**src/f2_pkg.sv**
```systemverilog
`default_nettype none

package f2_pkg;

    //////////////////////////////////////////////////
    // Bus and port widths

    typedef logic [22:0] word_addr_t;   // 68000 word address, A23..A1
    typedef logic [15:0] bus_data_t;
    typedef logic [7:0]  byte_t;
    typedef logic [1:0]  lane_n_t;      // {uds_n, lds_n}
    typedef logic [9:0]  joy_t;

    typedef enum logic [1:0] {
        GAME_FINALB,
        GAME_GROWL,
        GAME_NINJAK
    } game_t;

    typedef enum logic [1:0] {
        REGION_NONE,
        REGION_WORK,
        REGION_IO,
        REGION_IACK
    } region_t;

    //////////////////////////////////////////////////
    // Memory map, byte address bits 23..16

    localparam byte_t WORK_BASE_FINALB = 8'h10;
    localparam byte_t WORK_BASE_GROWL  = 8'h10;
    localparam byte_t WORK_BASE_NINJAK = 8'h20;

    localparam byte_t IO_BASE_FINALB = 8'h30;
    localparam byte_t IO_BASE_GROWL  = 8'h30;
    localparam byte_t IO_BASE_NINJAK = 8'hB0;

    localparam int WORK_AW = 15;    // 64 KB of work RAM

    // Function code of an interrupt acknowledge cycle
    localparam logic [2:0] FC_IACK = 3'd7;

    //////////////////////////////////////////////////
    // Input chip word offsets

    localparam logic [3:0] PORT_DSWA = 4'd0;
    localparam logic [3:0] PORT_DSWB = 4'd1;
    localparam logic [3:0] PORT_P1   = 4'd2;
    localparam logic [3:0] PORT_P2   = 4'd3;
    localparam logic [3:0] PORT_SYS  = 4'd4;

    // Interrupt levels
    localparam logic [2:0] IRQ_VBL_LEVEL = 3'd5;
    localparam logic [2:0] IRQ_DMA_LEVEL = 3'd6;

endpackage

`default_nettype wire

```
**src/cpu_bus_if.sv**
```systemverilog
`timescale 1ns/100ps
`default_nettype none

// Registered CPU cycle, fanned out to every target
interface cpu_bus_if;
    import f2_pkg::*;

    logic       start;      // One clock per bus cycle
    region_t    region;
    logic       rw;         // 1 = read
    lane_n_t    ds_n;
    word_addr_t waddr;
    bus_data_t  wdata;

    modport source (
        output start, region, rw, ds_n, waddr, wdata
    );

    modport target (
        input start, region, rw, ds_n, waddr, wdata
    );

endinterface

`default_nettype wire

```
**src/irq_ctrl.sv**
```systemverilog
`timescale 1ns/100ps
`default_nettype none

module irq_ctrl (
    input  logic       clk,
    input  logic       reset,
    cpu_bus_if.target  bus,
    input  logic       vblank_n,
    input  logic       dma_n,
    output logic [2:0] ipl_n
);
    import f2_pkg::*;

    logic vbl_prev;
    logic dma_prev;
    logic req_vbl;
    logic req_dma;
    logic iack;
    logic ack_vbl;
    logic ack_dma;

    assign iack    = bus.start && (bus.region == REGION_IACK);
    assign ack_vbl = iack && (bus.waddr[2:0] == IRQ_VBL_LEVEL);
    assign ack_dma = iack && (bus.waddr[2:0] == IRQ_DMA_LEVEL);

    always_ff @(posedge clk) begin
        if (reset) begin
            vbl_prev <= 1'b1;
            dma_prev <= 1'b1;
            req_vbl  <= 1'b0;
            req_dma  <= 1'b0;
        end else begin
            vbl_prev <= vblank_n;
            dma_prev <= dma_n;

            if (vbl_prev && !vblank_n) req_vbl <= 1'b1;    // Start of vblank
            if (!dma_prev && dma_n)    req_dma <= 1'b1;    // Object DMA done

            // Acknowledge beats a new edge
            if (ack_vbl) req_vbl <= 1'b0;
            if (ack_dma) req_dma <= 1'b0;
        end
    end

    always_comb begin
        if (req_dma)
            ipl_n = ~IRQ_DMA_LEVEL;
        else if (req_vbl)
            ipl_n = ~IRQ_VBL_LEVEL;
        else
            ipl_n = 3'b111;
    end

endmodule

`default_nettype wire

```
**src/flat_wrapper.sv**
```systemverilog
// flat-port wrapper written by rule: the top's interface ports become plain ports
module irq_ctrl_flat import f2_pkg::*;
  (clk, reset, vblank_n, dma_n, ipl_n, bus_start, bus_region, bus_rw, bus_ds_n, bus_waddr, bus_wdata);
  cpu_bus_if bus_i ();
  input  logic clk;
  input  logic reset;
  input  logic vblank_n;
  input  logic dma_n;
  output logic [2:0] ipl_n;
  input wire logic [$bits(bus_i.start)-1:0] bus_start;
  input wire logic [$bits(bus_i.region)-1:0] bus_region;
  input wire logic [$bits(bus_i.rw)-1:0] bus_rw;
  input wire logic [$bits(bus_i.ds_n)-1:0] bus_ds_n;
  input wire logic [$bits(bus_i.waddr)-1:0] bus_waddr;
  input wire logic [$bits(bus_i.wdata)-1:0] bus_wdata;
  assign bus_i.start = bus_start;
  assign bus_i.region = bus_region;
  assign bus_i.rw = bus_rw;
  assign bus_i.ds_n = bus_ds_n;
  assign bus_i.waddr = bus_waddr;
  assign bus_i.wdata = bus_wdata;
  irq_ctrl u_core (.clk(clk), .reset(reset), .bus(bus_i), .vblank_n(vblank_n), .dma_n(dma_n), .ipl_n(ipl_n));
endmodule
```
**config.mk**
```make
export PLATFORM = sky130hd
export DESIGN_NAME = irq_ctrl_flat
export DESIGN_NICKNAME = d
export VERILOG_FILES = /design/src/f2_pkg.sv /design/src/cpu_bus_if.sv /design/src/irq_ctrl.sv /design/src/flat_wrapper.sv
export SDC_FILE = /design/constraint.sdc
export NUM_CORES = 1
export LEC_CHECK = 0
export ABC_AREA = 1
export BUFFER_PORTS_ARGS = -buffer_cell sky130_fd_sc_hd__buf_4
export CORE_AREA = 10 10 47 49
export DETAILED_ROUTE_END_ITERATION = 8
export DIE_AREA = 0 0 57 59
export PLACE_DENSITY = 0.69
export REMOVE_ABC_BUFFERS = 1
export SYNTH_ARGS = -nofsm -noshare
export SYNTH_HDL_FRONTEND = slang
export SYNTH_SLANG_ARGS = --single-unit
```
**constraint.sdc**
```tcl
create_clock -name clk -period 0.85 [get_ports clk]
set_input_delay 0.0425 -clock clk [delete_from_list [all_inputs] [get_ports clk]]
set_output_delay 0.0425 -clock clk [all_outputs]
set_load 0.01 [all_outputs]
```
==> impl_metrics.json, run 1 <==
{
  "finalHoldViolCount": 0,
  "outcome": "finished clean",
  "crit_path_max_fanout": 3,
  "worstMarginPinSlew_ps": 168.5,
  "syn-cell-area_um2": 188.9,
  "min_period_ps": 808.3,
  "finalCritPeriodShare_pct": 95.09,
  "grt_pass1_vias": 216,
  "drv_slew": 0,
  "setup_violations": 0,
  "coreArea_um2": 1401,
  "hpwl_um": 436.5,
  "layout_common_cells": "10 x nand2_1, 10 x buf_4, 6 x inv_1, 4 x nor2_1",
  "worstPathRequired_ps": 810,
  "clk_pin_slew_ps": 30,
  "firstDrtPassIters": 1,
  "remaining_drc_errors": 0,
  "netlist_instances": 31,
  "cp.arrival_ps": 770,
  "p_total_uw": 553.7,
  "die_area_um2": 3363,
  "gp_congestion": 0.5643,
  "cts_buffer_depth": 2,
  "path_class": "reg2out",
  "wl_per_cell_um": 8.078,
  "synth_seq_area_share_pct": 42.38,
  "clk_latency_ps": 230,
  "viasPerCell": 3.453,
  "die_h_um": 59,
  "grt_max_degree": 4,
  "end_kind": "output port",
  "start_util_pct": 13.48,
  "avgSynthCellArea_um2": 6.095,
  "cts_tree": "yes",
  "ys_ff_latch": 4,
  "rsz0062_at_grt": "yes",
  "place_area_um2": 299.0,
  "dieWidth_um": 57,
  "cts.sinks": 4,
  "drive_gt1_share_pct": 41.67,
  "relSlewSlack_pct": 88.73,
  "routed_wl_um": 517,
  "ios": 52,
  "skew_ps": 3.511,
  "drv_cap": 0,
  "core.rowCount": 14,
  "port-buffer-count": 12,
  "startpoint_type": "flip-flop",
  "vias": 221,
  "reg2reg_depth": 4,
  "numCtsBuffers": 3,
  "hold-path-cell-count": 5,
  "fmax_mhz": 1237,
  "ys_types": 7,
  "grt_use_total_pct": 3.456,
  "antenna_found_initial": 0,
  "drt-initial-drc-count": 0,
  "root_buffer": "clkbuf_4",
  "grt_pass1_wl_um": 800,
  "power_leakage_nw": 0.1932,
  "syn2layout_area_growth_pct": 90.73,
  "diodes": 0,
  "grt-ovfl-total": 0,
  "layout.nets": 99,
  "design_area_um2": 360.3,
  "vdd.ir_drop.worst_mv": 0.3776,
  "synth_warnings": 0,
  "power.density_nw_per_um2": 1537,
  "hold_class": "in2reg",
  "ant_nets": 0,
  "h-tree-depth": 1
}
==> registers in the layout, summed over array words and instances, names as in the netlist <==
name             count
u_core.req_vbl       1
u_core.req_dma       1
u_core.dma_prev      1
u_core.vbl_prev      1
==> final timing paths <==
check                       start              to  slack [ps]
setup reg to reg   u_core.req_dma  u_core.req_dma         230
hold reg to reg   u_core.vbl_prev  u_core.req_vbl         500
setup / recovery   u_core.req_dma        ipl_n[0]          40
hold / removal       bus_waddr[1]  u_core.req_vbl         110
==> synthesized netlist by cell type (all sizes together) <==
library cell | n | area share (%)
or2 | 1 | 3.3
nor2 | 6 | 13
inv | 7 | 14
nand3 | 2 | 5.3
dfxtp | 4 | 42
nand2 | 11 | 22
==> worst max-delay path, stage by stage (launching register included) <==
cell     delay, ps
dfxtp_2        320
inv_2           60
nand2_2         50
buf_6          110
==> routing by layer <==
metal	routed length, um	track usage, %	vias up
li1	-	-	122
met1	136	1.898	93
met2	334	5.891	6
met3	46	3.004	0
met4	0	4.027	0
met5	0	0	-
==> area by class of cell <==
cell class                      instances  area (um^2)
Fill cell                             168         1041
Timing Repair Buffer                   14        116.4
Inverter                                7        26.28
Clock buffer                            3        22.52
Sequential cell                         4        82.58
Tap cell                               16        20.02
Multi-Input combinational cell         20        92.59
==> stage by stage <==
| step | setup slack (ps) | utilization, % | hold WS (ps) | setup TNS, ps | cells |
|---|---|---|---|---|---|
| floorplan | 199.3 | - | 122.6 | 0 | 31 |
| global placement | 232.1 | 21.34 | 221.9 | 0 | 59 |
| detailed placement | 215.7 | 21.34 | 226.8 | 0 | 59 |
| CTS | 11.71 | 25.09 | 104.9 | 0 | 65 |
| global route | -5.197 | 25.71 | 134.7 | -8.752 | 64 |
| finish | 41.69 | 25.71 | 106.8 | 0 | 64 |
==> where the power goes <==
part	switching (mW)	total, mW	leakage (nW)	internal [mW]
clock network	0.0711	0.229	0.0138	0.157
registers	0.00803	0.211	0.0339	0.203
logic	0.0453	0.114	0.145	0.0687
==> cell families (layout without fill, tap and decap cells) <==
logic type | count (synthesis) | in the layout | synth area share [%]
AND/OR/NAND/NOR | 20 | 20 | 43.71
flip-flops | 4 | 4 | 42.39
buffers and inverters | 7 | 24 | 13.91
==> timing repair <==
item	4_1_cts	5_1_grt
pin swaps	0	1
setup endpoints to repair	1	3
buffers inserted	0	0
endpoints found under the hold margin	2	0
hold buffers	3	0
gates resized for setup	1	6
Note: power is estimated with default switching activity, not from simulation.
==> inputs of run 2 (changes only) <==
- CTS_BUF_LIST: not set -> sky130_fd_sc_hd__clkbuf_8
==> impl_metrics.json, run 2 (same netlist as run 1, synthesis figures left out) <==
{
  "antenna_found_initial": 0,
  "sw_frac_of_total_pct": 19.66,
  "r2r-end": "u_core.req_dma",
  "startpoint_type": "flip-flop",
  "syn2layout_area_growth_pct": 80.80,
  "cts.sinks": 4,
  "post-cts-setup-buffers": 0,
  "drive_gt1_share_pct": 39.13,
  "cp.arrival_ps": 760,
  "dieWidth_um": 57,
  "finalHoldViolCount": 0,
  "layout_common_cells": "12 x buf_4, 11 x nand2_1, 6 x inv_1, 5 x nor2_1",
  "hold_class": "in2reg",
  "cts_tree": "yes",
  "remaining_drc_errors": 0,
  "worstMarginPinSlew_ps": 107.8,
  "gp_congestion": 0.5643,
  "min_period_ps": 801.3,
  "cts_hold_buffers": 0,
  "setup_tns_ps": 0,
  "clk_pin_slew_ps": 30,
  "worstHoldStart": "vblank_n",
  "rr_startpoint": "u_core.dma_prev",
  "ant_nets": 0,
  "hold_path_end": "u_core.vbl_prev",
  "layout_commonest_cell": "buf_4",
  "coreArea_um2": 1401,
  "ios": 52,
  "power.density_nw_per_um2": 2041,
  "dp_cells": 59,
  "numCtsBuffers": 3,
  "place_area_um2": 299.0,
  "clk_latency_ps": 210,
  "hpwl_um": 436.5,
  "core.rowCount": 14,
  "end_kind": "output port",
  "die_h_um": 59,
  "nFillCells": 168,
  "power_leakage_nw": 0.1902,
  "h-tree-depth": 1,
  "worstPathRequired_ps": 810,
  "port-buffer-count": 12,
  "p_sw_uw": 137.1,
  "cts_resized": 0,
  "p_clk_share_pct": 56.1,
  "cts_buffer_depth": 2,
  "crit_path_max_fanout": 3,
  "grt_max_degree": 4,
  "viasPerCell": 3.548,
  "combPwrFrac_pct": 14.0,
  "finalCritPeriodShare_pct": 94.26,
  "path_class": "reg2out",
  "relSlewSlack_pct": 92.79,
  "fin_cells": 62,
  "layout.nets": 97,
  "design_area_um2": 341.6,
  "grt_pass1_wl_um": 731,
  "rsz0062_at_grt": "no",
  "diodes": 0,
  "setup_violations": 0,
  "drv_slew": 0,
  "wl_per_cell_um": 8.113,
  "skew_ps": 2.487,
  "hold-path-cell-count": 3,
  "reg2reg_slack_ps": 240,
  "start_util_pct": 13.48,
  "drv_cap": 0,
  "vdd.ir_drop.worst_mv": 0.5843,
  "fmax_mhz": 1248,
  "outcome": "finished clean",
  "holdWs_ps": 5.689,
  "vias": 220,
  "firstDrtPassIters": 1,
  "grt-ovfl-total": 0,
  "routed_wl_um": 503,
  "grt_pass1_vias": 182,
  "root_buffer": "clkbuf_8",
  "drt-initial-drc-count": 0,
  "die_area_um2": 3363,
  "reg2reg_depth": 5,
  "grt_use_total_pct": 3.326,
  "p_int_uw": 560.2,
  "seq_power_share_pct": 29.9
}
[run 2: changes by cell type in the layout (fill, tap and decap cells not counted), moves of 2 or more]
cell | before | now
clkbuf_8 | 0 | 3
buf_4 | 10 | 12
dlygate4sd3_1 | 3 | 0
clkbuf_4 | 3 | 0
[run 2: area by class of cell]
cell class | instances | area [um^2] | share of cell area (%)
clock buffer | 3 | 41.29 | 12.09
inverter | 7 | 26.28 | 7.692
multi-input combinational | 20 | 82.58 | 24.18
sequential | 4 | 81.33 | 23.81
tap | 16 | 20.02 | 5.861
timing repair buffer | 12 | 90.09 | 26.37
[run 2: metrics by stage]
step,power (mW),setup slack (ps),utilization (%)
floorplan,0.2472,199.3,-
global placement,0.3070,232.1,21.34
detailed placement,0.3094,215.7,21.34
CTS,0.7139,13.36,24.29
global route,0.7342,1.419,24.38
finish,0.6973,48.75,24.38
[run 2: power by group through the flow]
stage               Clock (mW)  Combinational (mW)  Sequential (mW)
finish                   0.391              0.0975            0.208
global route             0.414               0.111            0.209
CTS                      0.407              0.0994            0.208
detailed placement           0              0.0992            0.210
global placement             0              0.0975            0.210
floorplan                    0              0.0385            0.209
[run 2: routing by layer]
metal	global-route usage, %	routed length, um	up-vias
met3	3.004	49	4
met1	1.898	145	90
li1	-	-	118
met5	0	0	-
met2	4.961	283	8
met4	5.034	25	0
[run 2: worst max path at each step]
| stage | to | startpoint | cells after the start |
|---|---|---|---|
| 2_1_floorplan | u_core.req_dma | u_core.req_dma | 4 |
| 5_1_grt | ipl_n[0] | u_core.req_dma | 3 |
| 3_5_place_dp | u_core.req_dma | u_core.req_dma | 4 |
| 6_report | ipl_n[0] | u_core.req_dma | 3 |
| 3_3_place_gp | u_core.req_dma | u_core.req_dma | 4 |
| 4_1_cts | ipl_n[0] | u_core.req_dma | 3 |
[run 2: critical path: stages, from the launching register on]
cell     delay [ps]
dfxtp_2         310
inv_2            60
nand2_1          40
buf_4           140
==> inputs of run 3 (changes only) <==
- MAX_ROUTING_LAYER: not set -> met4
==> impl_metrics.json, run 3 (same netlist as run 1, synthesis figures left out) <==
{
  "outcome": "finished clean",
  "vdd.ir_drop.worst_mv": 0.5851,
  "p_int_uw": 560.2,
  "reg2reg_slack_ps": 240,
  "vias": 220,
  "power_leakage_nw": 0.1902,
  "path_class": "reg2out",
  "fmax_mhz": 1248,
  "clk_pin_slew_ps": 30,
  "cts_buffer_depth": 2,
  "ios": 52,
  "grt_pass1_vias": 183,
  "worstPathRequired_ps": 810,
  "drive_gt1_share_pct": 39.13,
  "drv_cap": 0,
  "start_util_pct": 13.48,
  "p_total_uw": 697.6,
  "port-buffer-count": 12,
  "layout_common_cells": "12 x buf_4, 11 x nand2_1, 6 x inv_1, 5 x nor2_1",
  "remaining_drc_errors": 0,
  "clk_latency_ps": 210,
  "rsz0062_at_grt": "no",
  "firstDrtPassIters": 1,
  "diodes": 0,
  "grt_max_degree": 4,
  "drt-initial-drc-count": 0,
  "routed_wl_um": 503,
  "cp.arrival_ps": 760,
  "end_kind": "output port",
  "seq_power_share_pct": 29.9,
  "antenna_found_initial": 0,
  "drv_slew": 0,
  "p_clk_share_pct": 56.1,
  "numCtsBuffers": 3,
  "hpwl_um": 436.5,
  "skew_ps": 2.502,
  "worstMarginPinSlew_ps": 107.8,
  "die_area_um2": 3363,
  "hold_class": "in2reg",
  "finalCritPeriodShare_pct": 94.28,
  "grt_pass1_wl_um": 738,
  "grt_use_total_pct": 3.419,
  "place_area_um2": 299.0,
  "p_sw_uw": 137.4,
  "layout.nets": 97,
  "root_buffer": "clkbuf_8",
  "ant_nets": 0,
  "grt-ovfl-total": 0,
  "coreArea_um2": 1401,
  "min_period_ps": 801.4,
  "die_h_um": 59,
  "crit_path_max_fanout": 3,
  "cts_tree": "yes",
  "gp_congestion": 0.5668,
  "setup_tns_ps": 0,
  "h-tree-depth": 1,
  "cts.sinks": 4,
  "finalHoldViolCount": 0,
  "dieWidth_um": 57,
  "setup_violations": 0,
  "design_area_um2": 341.6,
  "core.rowCount": 14,
  "power.density_nw_per_um2": 2042,
  "syn2layout_area_growth_pct": 80.80,
  "wl_per_cell_um": 8.113,
  "relSlewSlack_pct": 92.79,
  "layout_commonest_cell": "buf_4",
  "startpoint_type": "flip-flop",
  "combPwrFrac_pct": 14.0,
  "post-cts-setup-buffers": 0,
  "viasPerCell": 3.548,
  "sw_frac_of_total_pct": 19.70
}
## run 3: power by group through the flow
stage / sequential (mW) / combinational, mW / clock, mW
6_report: 0.208 / 0.0975 / 0.392
5_1_grt: 0.209 / 0.111 / 0.414
4_1_cts: 0.208 / 0.0994 / 0.407
3_5_place_dp: 0.210 / 0.0992 / 0
3_3_place_gp: 0.210 / 0.0975 / 0
2_1_floorplan: 0.209 / 0.0385 / 0
## run 3: worst paths after layout
check             startpoint         endpoint  depth (start not counted)
max           u_core.req_dma         ipl_n[0]                          3
min                 vblank_n  u_core.vbl_prev                          3
max reg2reg  u_core.dma_prev   u_core.req_dma                          5
min reg2reg  u_core.vbl_prev   u_core.req_vbl                          4
## run 3: per-layer routing
metal  routed length, um  vias up  global-route usage [%]  part of all wire (%)
met2                 283        8                   4.961                    56
met3                  49        4                   3.004                   9.7
met5                   0        -                       -                     0
li1                    -      118                       -                     -
met1                 145       90                   1.898                    29
met4                  25        0                   5.034                   5.0
## run 3: cell type report
| class | count | area [um^2] |
|---|---|---|
| clock buffers | 3 | 41.29 |
| fillers | 168 | 1060 |
| inverters | 7 | 26.28 |
| multi-input cells | 20 | 82.58 |
| flip-flops and latches | 4 | 81.33 |
| well taps | 16 | 20.02 |
| repair buffers | 12 | 90.09 |
## run 3: critical path: stages, from the launching register on
cell and delay (ps):
dfxtp_2 310, inv_2 60, nand2_1 40, buf_4 140
## run 3: what timing repair did
action	4_1_cts	5_1_grt
endpoints found under the setup margin	0	2
hold buffers	0	0
gates resized for setup	0	2
## run 3: stage by stage
stage	setup WS, ps	hold WS [ps]	util [%]	cells
3_5_place_dp	215.7	226.8	21.34	59
6_report	48.60	5.527	24.38	62
2_1_floorplan	199.3	122.6	-	31
5_1_grt	1.423	22.61	24.38	62
3_3_place_gp	232.1	221.9	21.34	59
4_1_cts	13.36	2.440	24.29	62
