$ cat src/f2_pkg.sv
`default_nettype none

package f2_pkg;

    //////////////////////////////////////////////////
    // Bus and port widths

    typedef logic [22:0] word_addr_t;   // 68000 word address, A23..A1
    typedef logic [15:0] bus_data_t;
    typedef logic [7:0]  byte_t;
    typedef logic [1:0]  lane_n_t;      // {uds_n, lds_n}
    typedef logic [9:0]  joy_t;

    typedef enum logic [1:0] {
        GAME_FINALB,
        GAME_GROWL,
        GAME_NINJAK
    } game_t;

    typedef enum logic [1:0] {
        REGION_NONE,
        REGION_WORK,
        REGION_IO,
        REGION_IACK
    } region_t;

    //////////////////////////////////////////////////
    // Memory map, byte address bits 23..16

    localparam byte_t WORK_BASE_FINALB = 8'h10;
    localparam byte_t WORK_BASE_GROWL  = 8'h10;
    localparam byte_t WORK_BASE_NINJAK = 8'h20;

    localparam byte_t IO_BASE_FINALB = 8'h30;
    localparam byte_t IO_BASE_GROWL  = 8'h30;
    localparam byte_t IO_BASE_NINJAK = 8'hB0;

    localparam int WORK_AW = 15;    // 64 KB of work RAM

    // Function code of an interrupt acknowledge cycle
    localparam logic [2:0] FC_IACK = 3'd7;

    //////////////////////////////////////////////////
    // Input chip word offsets

    localparam logic [3:0] PORT_DSWA = 4'd0;
    localparam logic [3:0] PORT_DSWB = 4'd1;
    localparam logic [3:0] PORT_P1   = 4'd2;
    localparam logic [3:0] PORT_P2   = 4'd3;
    localparam logic [3:0] PORT_SYS  = 4'd4;

    // Interrupt levels
    localparam logic [2:0] IRQ_VBL_LEVEL = 3'd5;
    localparam logic [2:0] IRQ_DMA_LEVEL = 3'd6;

endpackage

`default_nettype wire

$ cat src/cpu_bus_if.sv
`timescale 1ns/100ps
`default_nettype none

// Registered CPU cycle, fanned out to every target
interface cpu_bus_if;
    import f2_pkg::*;

    logic       start;      // One clock per bus cycle
    region_t    region;
    logic       rw;         // 1 = read
    lane_n_t    ds_n;
    word_addr_t waddr;
    bus_data_t  wdata;

    modport source (
        output start, region, rw, ds_n, waddr, wdata
    );

    modport target (
        input start, region, rw, ds_n, waddr, wdata
    );

endinterface

`default_nettype wire

$ cat src/input_ports.sv
`timescale 1ns/100ps
`default_nettype none

module input_ports (
    input  logic          clk,
    cpu_bus_if.target     bus,
    input  f2_pkg::game_t game,
    input  f2_pkg::joy_t  joystick_p1,
    input  f2_pkg::joy_t  joystick_p2,
    input  logic [1:0]    start,
    input  logic [1:0]    coin,
    input  f2_pkg::byte_t dswa,
    input  f2_pkg::byte_t dswb,
    output f2_pkg::byte_t q
);
    import f2_pkg::*;

    logic [3:0] ofs;
    logic       sel;
    byte_t      p1_byte;
    byte_t      p2_byte;
    byte_t      sys_byte;
    byte_t      port_byte;

    // Growl board has the lowest address line swapped
    assign ofs = (game == GAME_GROWL) ? {bus.waddr[3:1], ~bus.waddr[0]} : bus.waddr[3:0];
    assign sel = bus.start && (bus.region == REGION_IO);

    //////////////////////////////////////////////////
    // Packing, active high before inversion

    assign p1_byte = {start[0], joystick_p1[6:4],
                      joystick_p1[0], joystick_p1[1], joystick_p1[2], joystick_p1[3]};
    assign p2_byte = {start[1], joystick_p2[6:4],
                      joystick_p2[0], joystick_p2[1], joystick_p2[2], joystick_p2[3]};
    assign sys_byte = {2'b00, coin, start, 2'b00};

    always_comb begin
        case (ofs)
            PORT_DSWA: port_byte = ~dswa;
            PORT_DSWB: port_byte = ~dswb;
            PORT_P1:   port_byte = ~p1_byte;
            PORT_P2:   port_byte = ~p2_byte;
            PORT_SYS:  port_byte = ~sys_byte;
            default:   port_byte = 8'hFF;  // Nothing driven
        endcase
    end

    always_ff @(posedge clk) begin
        if (sel) begin
            q <= port_byte;
        end
    end

endmodule

`default_nettype wire

$ cat src/flat_wrapper.sv
// flat-port wrapper written by rule: the top's interface ports become plain ports
module input_ports_flat import f2_pkg::*;
  (clk, game, joystick_p1, joystick_p2, start, coin, dswa, dswb, q, bus_start, bus_region, bus_rw, bus_ds_n, bus_waddr, bus_wdata);
  cpu_bus_if bus_i ();
  input  logic clk;
  input  f2_pkg::game_t game;
  input  f2_pkg::joy_t joystick_p1;
  input  f2_pkg::joy_t joystick_p2;
  input  logic [1:0] start;
  input  logic [1:0] coin;
  input  f2_pkg::byte_t dswa;
  input  f2_pkg::byte_t dswb;
  output f2_pkg::byte_t q;
  input wire logic [$bits(bus_i.start)-1:0] bus_start;
  input wire logic [$bits(bus_i.region)-1:0] bus_region;
  input wire logic [$bits(bus_i.rw)-1:0] bus_rw;
  input wire logic [$bits(bus_i.ds_n)-1:0] bus_ds_n;
  input wire logic [$bits(bus_i.waddr)-1:0] bus_waddr;
  input wire logic [$bits(bus_i.wdata)-1:0] bus_wdata;
  assign bus_i.start = bus_start;
  assign bus_i.region = bus_region;
  assign bus_i.rw = bus_rw;
  assign bus_i.ds_n = bus_ds_n;
  assign bus_i.waddr = bus_waddr;
  assign bus_i.wdata = bus_wdata;
  input_ports u_core (.clk(clk), .bus(bus_i), .game(game), .joystick_p1(joystick_p1), .joystick_p2(joystick_p2), .start(start), .coin(coin), .dswa(dswa), .dswb(dswb), .q(q));
endmodule
$ cat config.mk
export PLATFORM = sky130hd
export DESIGN_NAME = input_ports_flat
export DESIGN_NICKNAME = d
export VERILOG_FILES = /design/src/f2_pkg.sv /design/src/cpu_bus_if.sv /design/src/input_ports.sv /design/src/flat_wrapper.sv
export SDC_FILE = /design/constraint.sdc
export NUM_CORES = 1
export LEC_CHECK = 0
export BUFFER_PORTS_ARGS = -buffer_cell sky130_fd_sc_hd__buf_2
export CORE_MARGIN = 1
export CORE_UTILIZATION = 29
export DETAILED_ROUTE_END_ITERATION = 10
export HOLD_SLACK_MARGIN = 0.03
export PLACE_DENSITY = 0.8
export SYNTH_ARGS = -nofsm -noshare
export SYNTH_HDL_FRONTEND = slang
export SYNTH_SLANG_ARGS = --single-unit
$ cat constraint.sdc
create_clock -name clk -period 1.4 [get_ports clk]
set_input_delay 0.07 -clock clk [delete_from_list [all_inputs] [get_ports clk]]
set_output_delay 0.07 -clock clk [all_outputs]
set_load 0.03 [all_outputs]
==> metrics.cfg, run 1 <==
[finish]
area_delta_synth_final_pct=53.5
utilization_pct=48.4
top_regs=u_core.q x8
fin_area_um2=970
drive_above_1_share_pct=60.7
final_common_cell=buf_2
top_register=u_core.q
final_cells=139
antenna_cells=0
layout_common_cells=51 x buf_2, 8 x edfxtp_1, 6 x nor2_1, 5 x nand2_1, 5 x a21oi_1
largest_reg_flops=8
layout.nets=202

[power]
comb_power_share_pct=35.9
p_int_mw=0.507
p_leak_nw=0.472
clkPwrFrac_pct=23.7
seqPwrFrac_pct=40.4
p_switching_mw=0.187
swShare_pct=27.0
p_per_area_nw_per_um2=716
ir_drop_mv=0.311

[critical_path]
criticalPathCategory=input pin to flop
endpoint_kind=flop
path_buf_inv=2
endpoint=u_core.q[4]$_DFFE_PP_
cp_max_fo=9
start_kind=input pin
arrival_ns=1.17
worstSetupPathDepth=7
crit_path_cell_trace=buf_2, nand2b_4, xor2_2, buf_4, mux2i_1, o22ai_1, o2111ai_1
critPathLaunch=game[1]
slowest_delay_ns=0.25
cp.required_ns=1.38
cp_top_family=compound AO/OA/AOI/OAI gates
crit_slowest_cell=xor2_2

[clock_network]
cts-resized-gates=0
clk_pin_slew_ns=0.05
root_buffer=clkbuf_4
tritoncts=built
cts_buffers=3
cts.sinks=8
post_cts_buffers=0
clk_path_buf_depth=2
htree_levels=1
ctsHoldBuffers=0

[logic_synthesis]
synthesis.area_um2=632
synth_cells=57
synth.distinct_cells=25
synth.avg_cell_area_um2=11.1
ys_seq_area_share_pct=38.0
synth_seq_cells=8
synth_nets=145
yosys_warnings=0

[sta]
fmax_mhz=835
relSlewSlack_pct=79.9
slew_viol_final=0
worstMarginPinSlew_ns=0.301
setup_viol=0
finalCritPeriodShare_pct=85.6
grt_setup_unrepaired=false
fin_crit_ns=1.20
final.setup.tns_ns=0
final_hold_viol_count=0
fin_ws_ns=0.202

[grt]
grt_pass1_vias=630
grt_pass1_wl_um=2500
grt_overflow=0
grt_max_degree=15
grt-busiest-layer=met2
grt_util_met2_pct=23.6
track_usage_pct=13.7
antenna_found_initial=0
use_met1_pct=15.9
use_met3_pct=2.83

[run_status]
status=completed

[routing]
avgViaCountPerCell=4.94
drcViolationCount=0
drtIter0Drc=38
vias=687
wl_um=1600
firstDrtPassIters=4
antenna_left=0
wl_per_cell_um=11.5

[floorplanning]
die_w_um=48.7
die_y_um=48.7
initial_utilization_pct=31.6
ios=96
dieArea_um2=2370
core_um2=2000
rows=16

[placement]
hpwlAfterDp_um=1370
port-buffer-count=51
dp_cells=136
placed_cell_area_um2=947
pre_cts_ws_ns=-0.0531
gp_routability_congestion=0.842

[hold_path]
hp-class=input pin to flop

[run]
drv_cap=0

-- how the worst min path moves through the flow --
stage,startpoint,end,slack (ns),depth (start not counted)
floorplan,bus_waddr[3],u_core.q[5]$_DFFE_PP_,0.27,2
global placement,bus_waddr[3],u_core.q[7]$_DFFE_PP_,0.43,3
detailed placement,bus_waddr[3],u_core.q[6]$_DFFE_PP_,0.44,3
CTS,bus_waddr[3],u_core.q[6]$_DFFE_PP_,0.19,3
global route,bus_waddr[3],u_core.q[5]$_DFFE_PP_,0.22,3
finish,bus_waddr[3],u_core.q[6]$_DFFE_PP_,0.19,3
-- per-layer routing --
metal | vias to the layer above | share of wire [%]
met2 | 51 | 48
met3 | 5 | 12
met5 | - | 0
met4 | 0 | 2.5
met1 | 298 | 37
li1 | 333 | -
-- synth_stat cells (all sizes together) --
cell type  count  area, µm²
nand2          5       18.8
a31oi          2       12.5
buf            2       16.3
a21oi          5       25.0
o21ai          1       5.00
o2111ai        2       17.5
edfxtp         8        240
inv            1       3.75
mux4           4       97.6
o31ai          1       7.51
nand2b         1       13.8
clkbuf         2       7.51
mux2           1       11.3
o22ai          2       12.5
or3            2       15.0
nor3           3       15.0
xor2           1       16.3
clkinv         1       3.75
mux2i          4       40.0
xnor2          1       16.3
nor2           6       22.5
a31o           1       8.76
nand3          1       5.00
-- power by group through the flow --
stage | clock network (mW) | logic [mW] | registers (mW)
finish | 0.165 | 0.249 | 0.281
global placement | 0 | 0.241 | 0.285
global route | 0.173 | 0.269 | 0.282
CTS | 0.166 | 0.250 | 0.281
floorplan | 0 | 0.118 | 0.310
detailed placement | 0 | 0.248 | 0.285
-- worst min-delay path: stages --
cell     delay (ns)
buf_2          0.11
nor2_1         0.09
nand2_1        0.06
-- final cells by class --
cell class | count | area [µm²]
flip-flops and latches | 8 | 240
multi-input cells | 43 | 360
inverters | 2 | 7.51
fillers | 210 | 1030
clock buffers | 3 | 22.5
repair buffers | 56 | 305
well taps | 27 | 33.8
-- cells by family after synthesis --
kind of cell	synth area share [%]
compound gates	14.1
xor+xnor	5.15
buf+inv	4.95
flops	38.0
mux	23.6
simple gates	14.3
-- through the flow --
stage	hold WS, ns	power, mW
5_1_grt	0.221	0.723
3_5_place_dp	0.436	0.534
2_1_floorplan	0.265	0.427
4_1_cts	0.188	0.697
6_report	0.188	0.695
3_3_place_gp	0.425	0.526
No activity file was read; power rests on OpenSTA's default activity.
==> run 2: changes to the inputs <==
ABC_AREA = 1   (was unset)
CORE_UTILIZATION = 30   (was 29)
PLACE_DENSITY = 0.73   (was 0.8)
==> metrics.cfg, run 2 <==
[sta]
slew_viol_final=0  ; unchanged
fin_ws_ns=0.351  ; +0.149 ns
relSlewSlack_pct=69.2  ; -11 points
worstMarginPinSlew_ns=0.462  ; +0.161 ns
fin_crit_ns=1.05  ; -0.149 ns
hold_slack_ns=0.213  ; +0.0247 ns
fmax_mhz=953  ; +14%
grt_setup_unrepaired=false
finalCritPeriodShare_pct=74.9  ; -11 points
final_hold_viol_count=0  ; unchanged
setup_viol=0  ; unchanged
final.setup.tns_ns=0  ; unchanged

[finish]
utilization_pct=43.6  ; -4.8 points
layout_common_cells=51 x buf_2, 30 x nand2_1, 29 x inv_1, 24 x nand3_1, 21 x nor2_1
top_regs=u_core.q x8
largest_reg_flops=8  ; unchanged
final_cells=217  ; +56%
area_delta_synth_final_pct=34.6
final_common_cell=buf_2
fin_area_um2=1110  ; +14%
layout.nets=277  ; +37%
drive_above_1_share_pct=38.5  ; -22 points
n_fill_cell=309  ; +47%
top_register=u_core.q
antenna_cells=0  ; unchanged

[run]
drv_cap=0  ; unchanged

[placement]
hpwlAfterDp_um=1580  ; +15%
port-buffer-count=51  ; unchanged
pre_cts_ws_ns=0.0608  ; +0.114 ns
dp_cells=214  ; +57%
gp_routability_congestion=0.773  ; -8.2%
placed_cell_area_um2=1090  ; +15%

[grt]
grt_pass1_vias=758  ; +20%
grt_max_degree=16  ; +1
grt_overflow=0  ; unchanged
antenna_found_initial=0  ; unchanged
track_usage_pct=14.3  ; +0.53 points
grt_pass1_wl_um=3040  ; +22%

[routing]
firstDrtPassIters=4  ; unchanged
wl_per_cell_um=8.53  ; -26%
vias=923  ; +34%
avgViaCountPerCell=4.25  ; -14%
antenna_left=0  ; unchanged
drcViolationCount=0  ; unchanged
drtIter0Drc=23  ; -39%
wl_um=1850  ; +16%

[floorplanning]
core_um2=2540  ; +27%
ios=96  ; unchanged
dieArea_um2=2960  ; +25%
die_y_um=54.4  ; +12%
initial_utilization_pct=32.4  ; +0.84 points
rows=18  ; +2
die_w_um=54.4  ; +12%

[power]
totalPowerFinal_mw=0.653  ; -5.9%
ir_drop_mv=0.358  ; +15%
p_per_area_nw_per_um2=589  ; -18%
p_leak_nw=0.694  ; +47%

[critical_path]
cp_common_cell=nand2_1
slowest_delay_ns=0.38  ; +0.13 ns
start_kind=input pin
criticalPathCategory=input pin to flop
endpoint_kind=flop
arrival_ns=1.16  ; about the same
cp.required_ns=1.51  ; +0.13 ns
cp_max_fo=11  ; +2
crit_slowest_cell=nor2_2
crit_path_cell_trace=buf_2, inv_2, nand2_2, nor2_2, nand2_1, o21ai_0, inv_1, nand2_1

[clock_network]
clk_pin_slew_ns=0.05  ; about the same
tritoncts=built
ctsHoldBuffers=0  ; unchanged
cts.sinks=8  ; unchanged
htree_levels=1  ; unchanged
root_buffer=clkbuf_4
post_cts_buffers=0  ; unchanged
cts-resized-gates=0  ; unchanged
cts_buffers=3  ; unchanged
clk_path_buf_depth=2  ; unchanged

[hold_path]
whs_endpoint=u_core.q[2]$_DFFE_PP_
hp-class=input pin to flop
worstHoldStart=joystick_p1[1]
hold_depth=4  ; +1

[logic_synthesis]
synth_nets=223  ; +54%
yosys_warnings=0  ; unchanged
synth_common_cells=30 x nand2_1, 29 x inv_1, 24 x nand3_1
yosysMostFrequentCell=nand2_1
synth_seq_cells=8  ; unchanged
async_flop_share_pct=0  ; unchanged
netlist_top_cells_area=edfxtp_1 29%, nand3_1 15%, nand2_1 14%
synth_cells=135  ; +140%
synth.top_cell.area_share_pct=29.1  ; -8.9 points
synth_area_leader_cell=edfxtp_1
synth.distinct_cells=15  ; -40%
synth_top_flop_cell=edfxtp_1
synth-edff-count=8  ; unchanged
synth.avg_cell_area_um2=6.11  ; -45%
synthesis.area_um2=825  ; +30%
ys_seq_area_share_pct=29.1  ; -8.9 points

[run_status]
status=completed

[run 2: cell families (layout without fill, tap and decap cells)]
| logic type | count (synthesis) | count (layout) | share of synthesized area [%] |
|---|---|---|---|
| simple gates | 86 | 86 | 48.1 |
| buf+inv | 38 | 90 | 20.9 |
| flops | 8 | 8 | 29.1 |
| compound gates | 3 | 3 | 1.82 |
[run 2: cell type report]
type | count | area [µm²] | share of cell area, %
clock buffer | 3 | 22.5 | 2.03
inverter | 34 | 128 | 11.5
multi-input combinational | 89 | 412 | 37.1
sequential | 8 | 240 | 21.6
tap | 30 | 37.5 | 3.38
timing repair buffer | 53 | 270 | 24.4
[run 2: metal layers]
| metal | wire, µm | global-route usage [%] |
|---|---|---|
| met2 | 871 | 22.6 |
| met3 | 147 | 2.22 |
| met1 | 820 | 18.3 |
| met4 | 12 | 7.69 |
| met5 | 0 | 0 |
[run 2: power breakdown]
group	internal [mW]	total [mW]	switching, mW	leakage, nW
sequential	0.279	0.281	0.00189	0.0824
clock	0.0971	0.161	0.0637	0.0138
combinational	0.0855	0.212	0.126	0.597
total	0.462	0.653	0.192	0.694
[run 2: worst max path at each step]
stage          cells past startpoint                     to         start  slack [ns]
6_report                           8  u_core.q[1]$_DFFE_PP_  bus_waddr[2]        0.35
2_1_floorplan                      9  u_core.q[2]$_DFFE_PP_       game[1]        0.49
5_1_grt                            8  u_core.q[1]$_DFFE_PP_  bus_waddr[3]        0.20
4_1_cts                            8  u_core.q[1]$_DFFE_PP_  bus_waddr[2]        0.32
3_5_place_dp                       8  u_core.q[1]$_DFFE_PP_  bus_waddr[2]        0.06
3_3_place_gp                       8  u_core.q[1]$_DFFE_PP_  bus_waddr[2]        0.08
[run 2: critical path: cells and delay by family]
family          cells  cell delay, ns
compound gates      1            0.17
simple gates        4            0.71
buf+inv             3            0.21
==> run 3: changes to the inputs <==
clock period = 1.1 ns   (was 1.4 ns; I/O delays follow)
==> metrics.cfg, run 3 (synthesis gave the netlist of run 2 again) <==
[finish]
drive_above_1_share_pct=40.4  ; +1.9 points
antenna_cells=0  ; unchanged
area_delta_synth_final_pct=42.2
layout.nets=283  ; +2.2%
multi_input_area_um2=417  ; +1.2%
final_common_cell=buf_2
n_fill_cell=299  ; -3.2%
seq_area_um2=240  ; unchanged
top_register=u_core.q
largest_reg_flops=8  ; unchanged
top_regs=u_core.q x8
fin_area_um2=1170  ; +5.6%
layout_common_cells=51 x buf_2, 30 x nand2_1, 29 x inv_1, 24 x nand3_1, 21 x nor2_1

[grt]
antenna_found_initial=0  ; unchanged
grt_pass1_vias=766  ; +1.1%
grt_pass1_wl_um=2900  ; -4.5%
grt_overflow=0  ; unchanged
grt_max_degree=15  ; -1
track_usage_pct=13.8  ; -0.50 points

[clock_network]
cts.sinks=8  ; unchanged
cts_buffers=3  ; unchanged
clk_path_buf_depth=2  ; unchanged
clk_pin_slew_ns=0.05  ; about the same
tritoncts=built
root_buffer=clkbuf_4
htree_levels=1  ; unchanged
ctsHoldBuffers=0  ; unchanged
post_cts_buffers=0  ; unchanged
cts-resized-gates=0  ; unchanged

[hold_path]
hp-class=input pin to flop

[routing]
avgViaCountPerCell=4.27  ; +0.37%
antenna_left=0  ; unchanged
wl_um=1850  ; +0.16%
wl_per_cell_um=8.31  ; -2.5%
drcViolationCount=0  ; unchanged
drtIter0Drc=4  ; -83%
vias=952  ; +3.1%
firstDrtPassIters=4  ; unchanged

[floorplanning]
die_y_um=54.4  ; unchanged
die_w_um=54.4  ; unchanged
rows=18  ; unchanged
dieArea_um2=2960  ; unchanged
ios=96  ; unchanged
core_um2=2540  ; unchanged
initial_utilization_pct=32.4  ; unchanged

[sta]
finalCritPeriodShare_pct=83.2
final.setup.tns_ns=0  ; unchanged
setup_viol=0  ; unchanged
hold_slack_ns=0.198  ; -0.0153 ns
slew_viol_final=0  ; unchanged
fin_crit_ns=0.915
fin_ws_ns=0.185  ; -0.166 ns
final_hold_viol_count=0  ; unchanged
fmax_mhz=1090
grt_setup_unrepaired=false
relSlewSlack_pct=78.1  ; +9.0 points
worstMarginPinSlew_ns=0.328  ; -0.134 ns

[critical_path]
endpoint_kind=flop
criticalPathCategory=input pin to flop
start_kind=input pin
arrival_ns=0.90  ; -0.26 ns
cp.required_ns=1.08  ; -0.43 ns
cp_max_fo=10  ; -1

[power]
totalPowerFinal_mw=0.866  ; +32%
comb_power_share_pct=34.8  ; +2.4 points
p_switching_mw=0.254  ; +32%
p_leak_nw=0.727  ; +4.8%
ir_drop_mv=0.477  ; +33%
p_int_mw=0.612  ; +33%
seqPwrFrac_pct=41.3  ; -1.7 points
swShare_pct=29.3  ; -0.044 points
clkPwrFrac_pct=23.9  ; -0.7 points
p_per_area_nw_per_um2=738  ; +25%

[run]
drv_cap=0  ; unchanged

[placement]
hpwlAfterDp_um=1620  ; +2.6%
placed_cell_area_um2=1140  ; +5.3%
port-buffer-count=51  ; unchanged
pre_cts_ws_ns=-0.134  ; -0.195 ns
gp_routability_congestion=0.815  ; +5.5%

[run_status]
status=completed

[run 3: cell types whose count changed in the layout (fill, tap and decap cells not counted)]
cell    change
buf_12      +1
buf_4       +5
nor2_2      -1
nor2_4      +1
[run 3: through the flow]
stage	util (%)	cells
global route	46.1	223
finish	46.1	223
CTS	45.9	223
global placement	45.0	220
detailed placement	45.0	220
floorplan	-	135
[run 3: path summary, 6_finish.rpt]
path | start | endpoint | slack [ns] | cells past startpoint
setup / recovery | game[1] | u_core.q[5]$_DFFE_PP_ | 0.18 | 10
hold / removal | joystick_p2[2] | u_core.q[1]$_DFFE_PP_ | 0.20 | 4
[run 3: power groups by stage]
stage          combinational [mW]  sequential (mW)  clock (mW)
5_1_grt                     0.337            0.359       0.232
3_3_place_gp                0.298            0.363           0
3_5_place_dp                0.301            0.363           0
4_1_cts                     0.302            0.358       0.218
6_report                    0.301            0.357       0.207
2_1_floorplan               0.139            0.395           0
[run 3: cell type report]
type	count	share of cell area, %
Multi-Input combinational cell	89	35.5
Timing Repair Buffer	59	28.0
Sequential cell	8	20.5
Inverter	34	10.9
Tap cell	30	3.20
Clock buffer	3	1.92
[run 3: worst max-delay path: stages]
cell and delay (ns):
buf_2 0.10, inv_2 0.06, nand2_2 0.05, nand2_2 0.05
nand2_2 0.14, buf_4 0.18, nand3_1 0.05, nand2_1 0.05
nor2_1 0.08, nand2_1 0.08
[run 3: metal layers]
metal	wire length [µm]	up-vias	track usage [%]
met1	826	395	14.9
met4	8	0	7.69
met5	0	-	0
met3	142	2	1.94
li1	-	524	-
met2	877	31	25.2
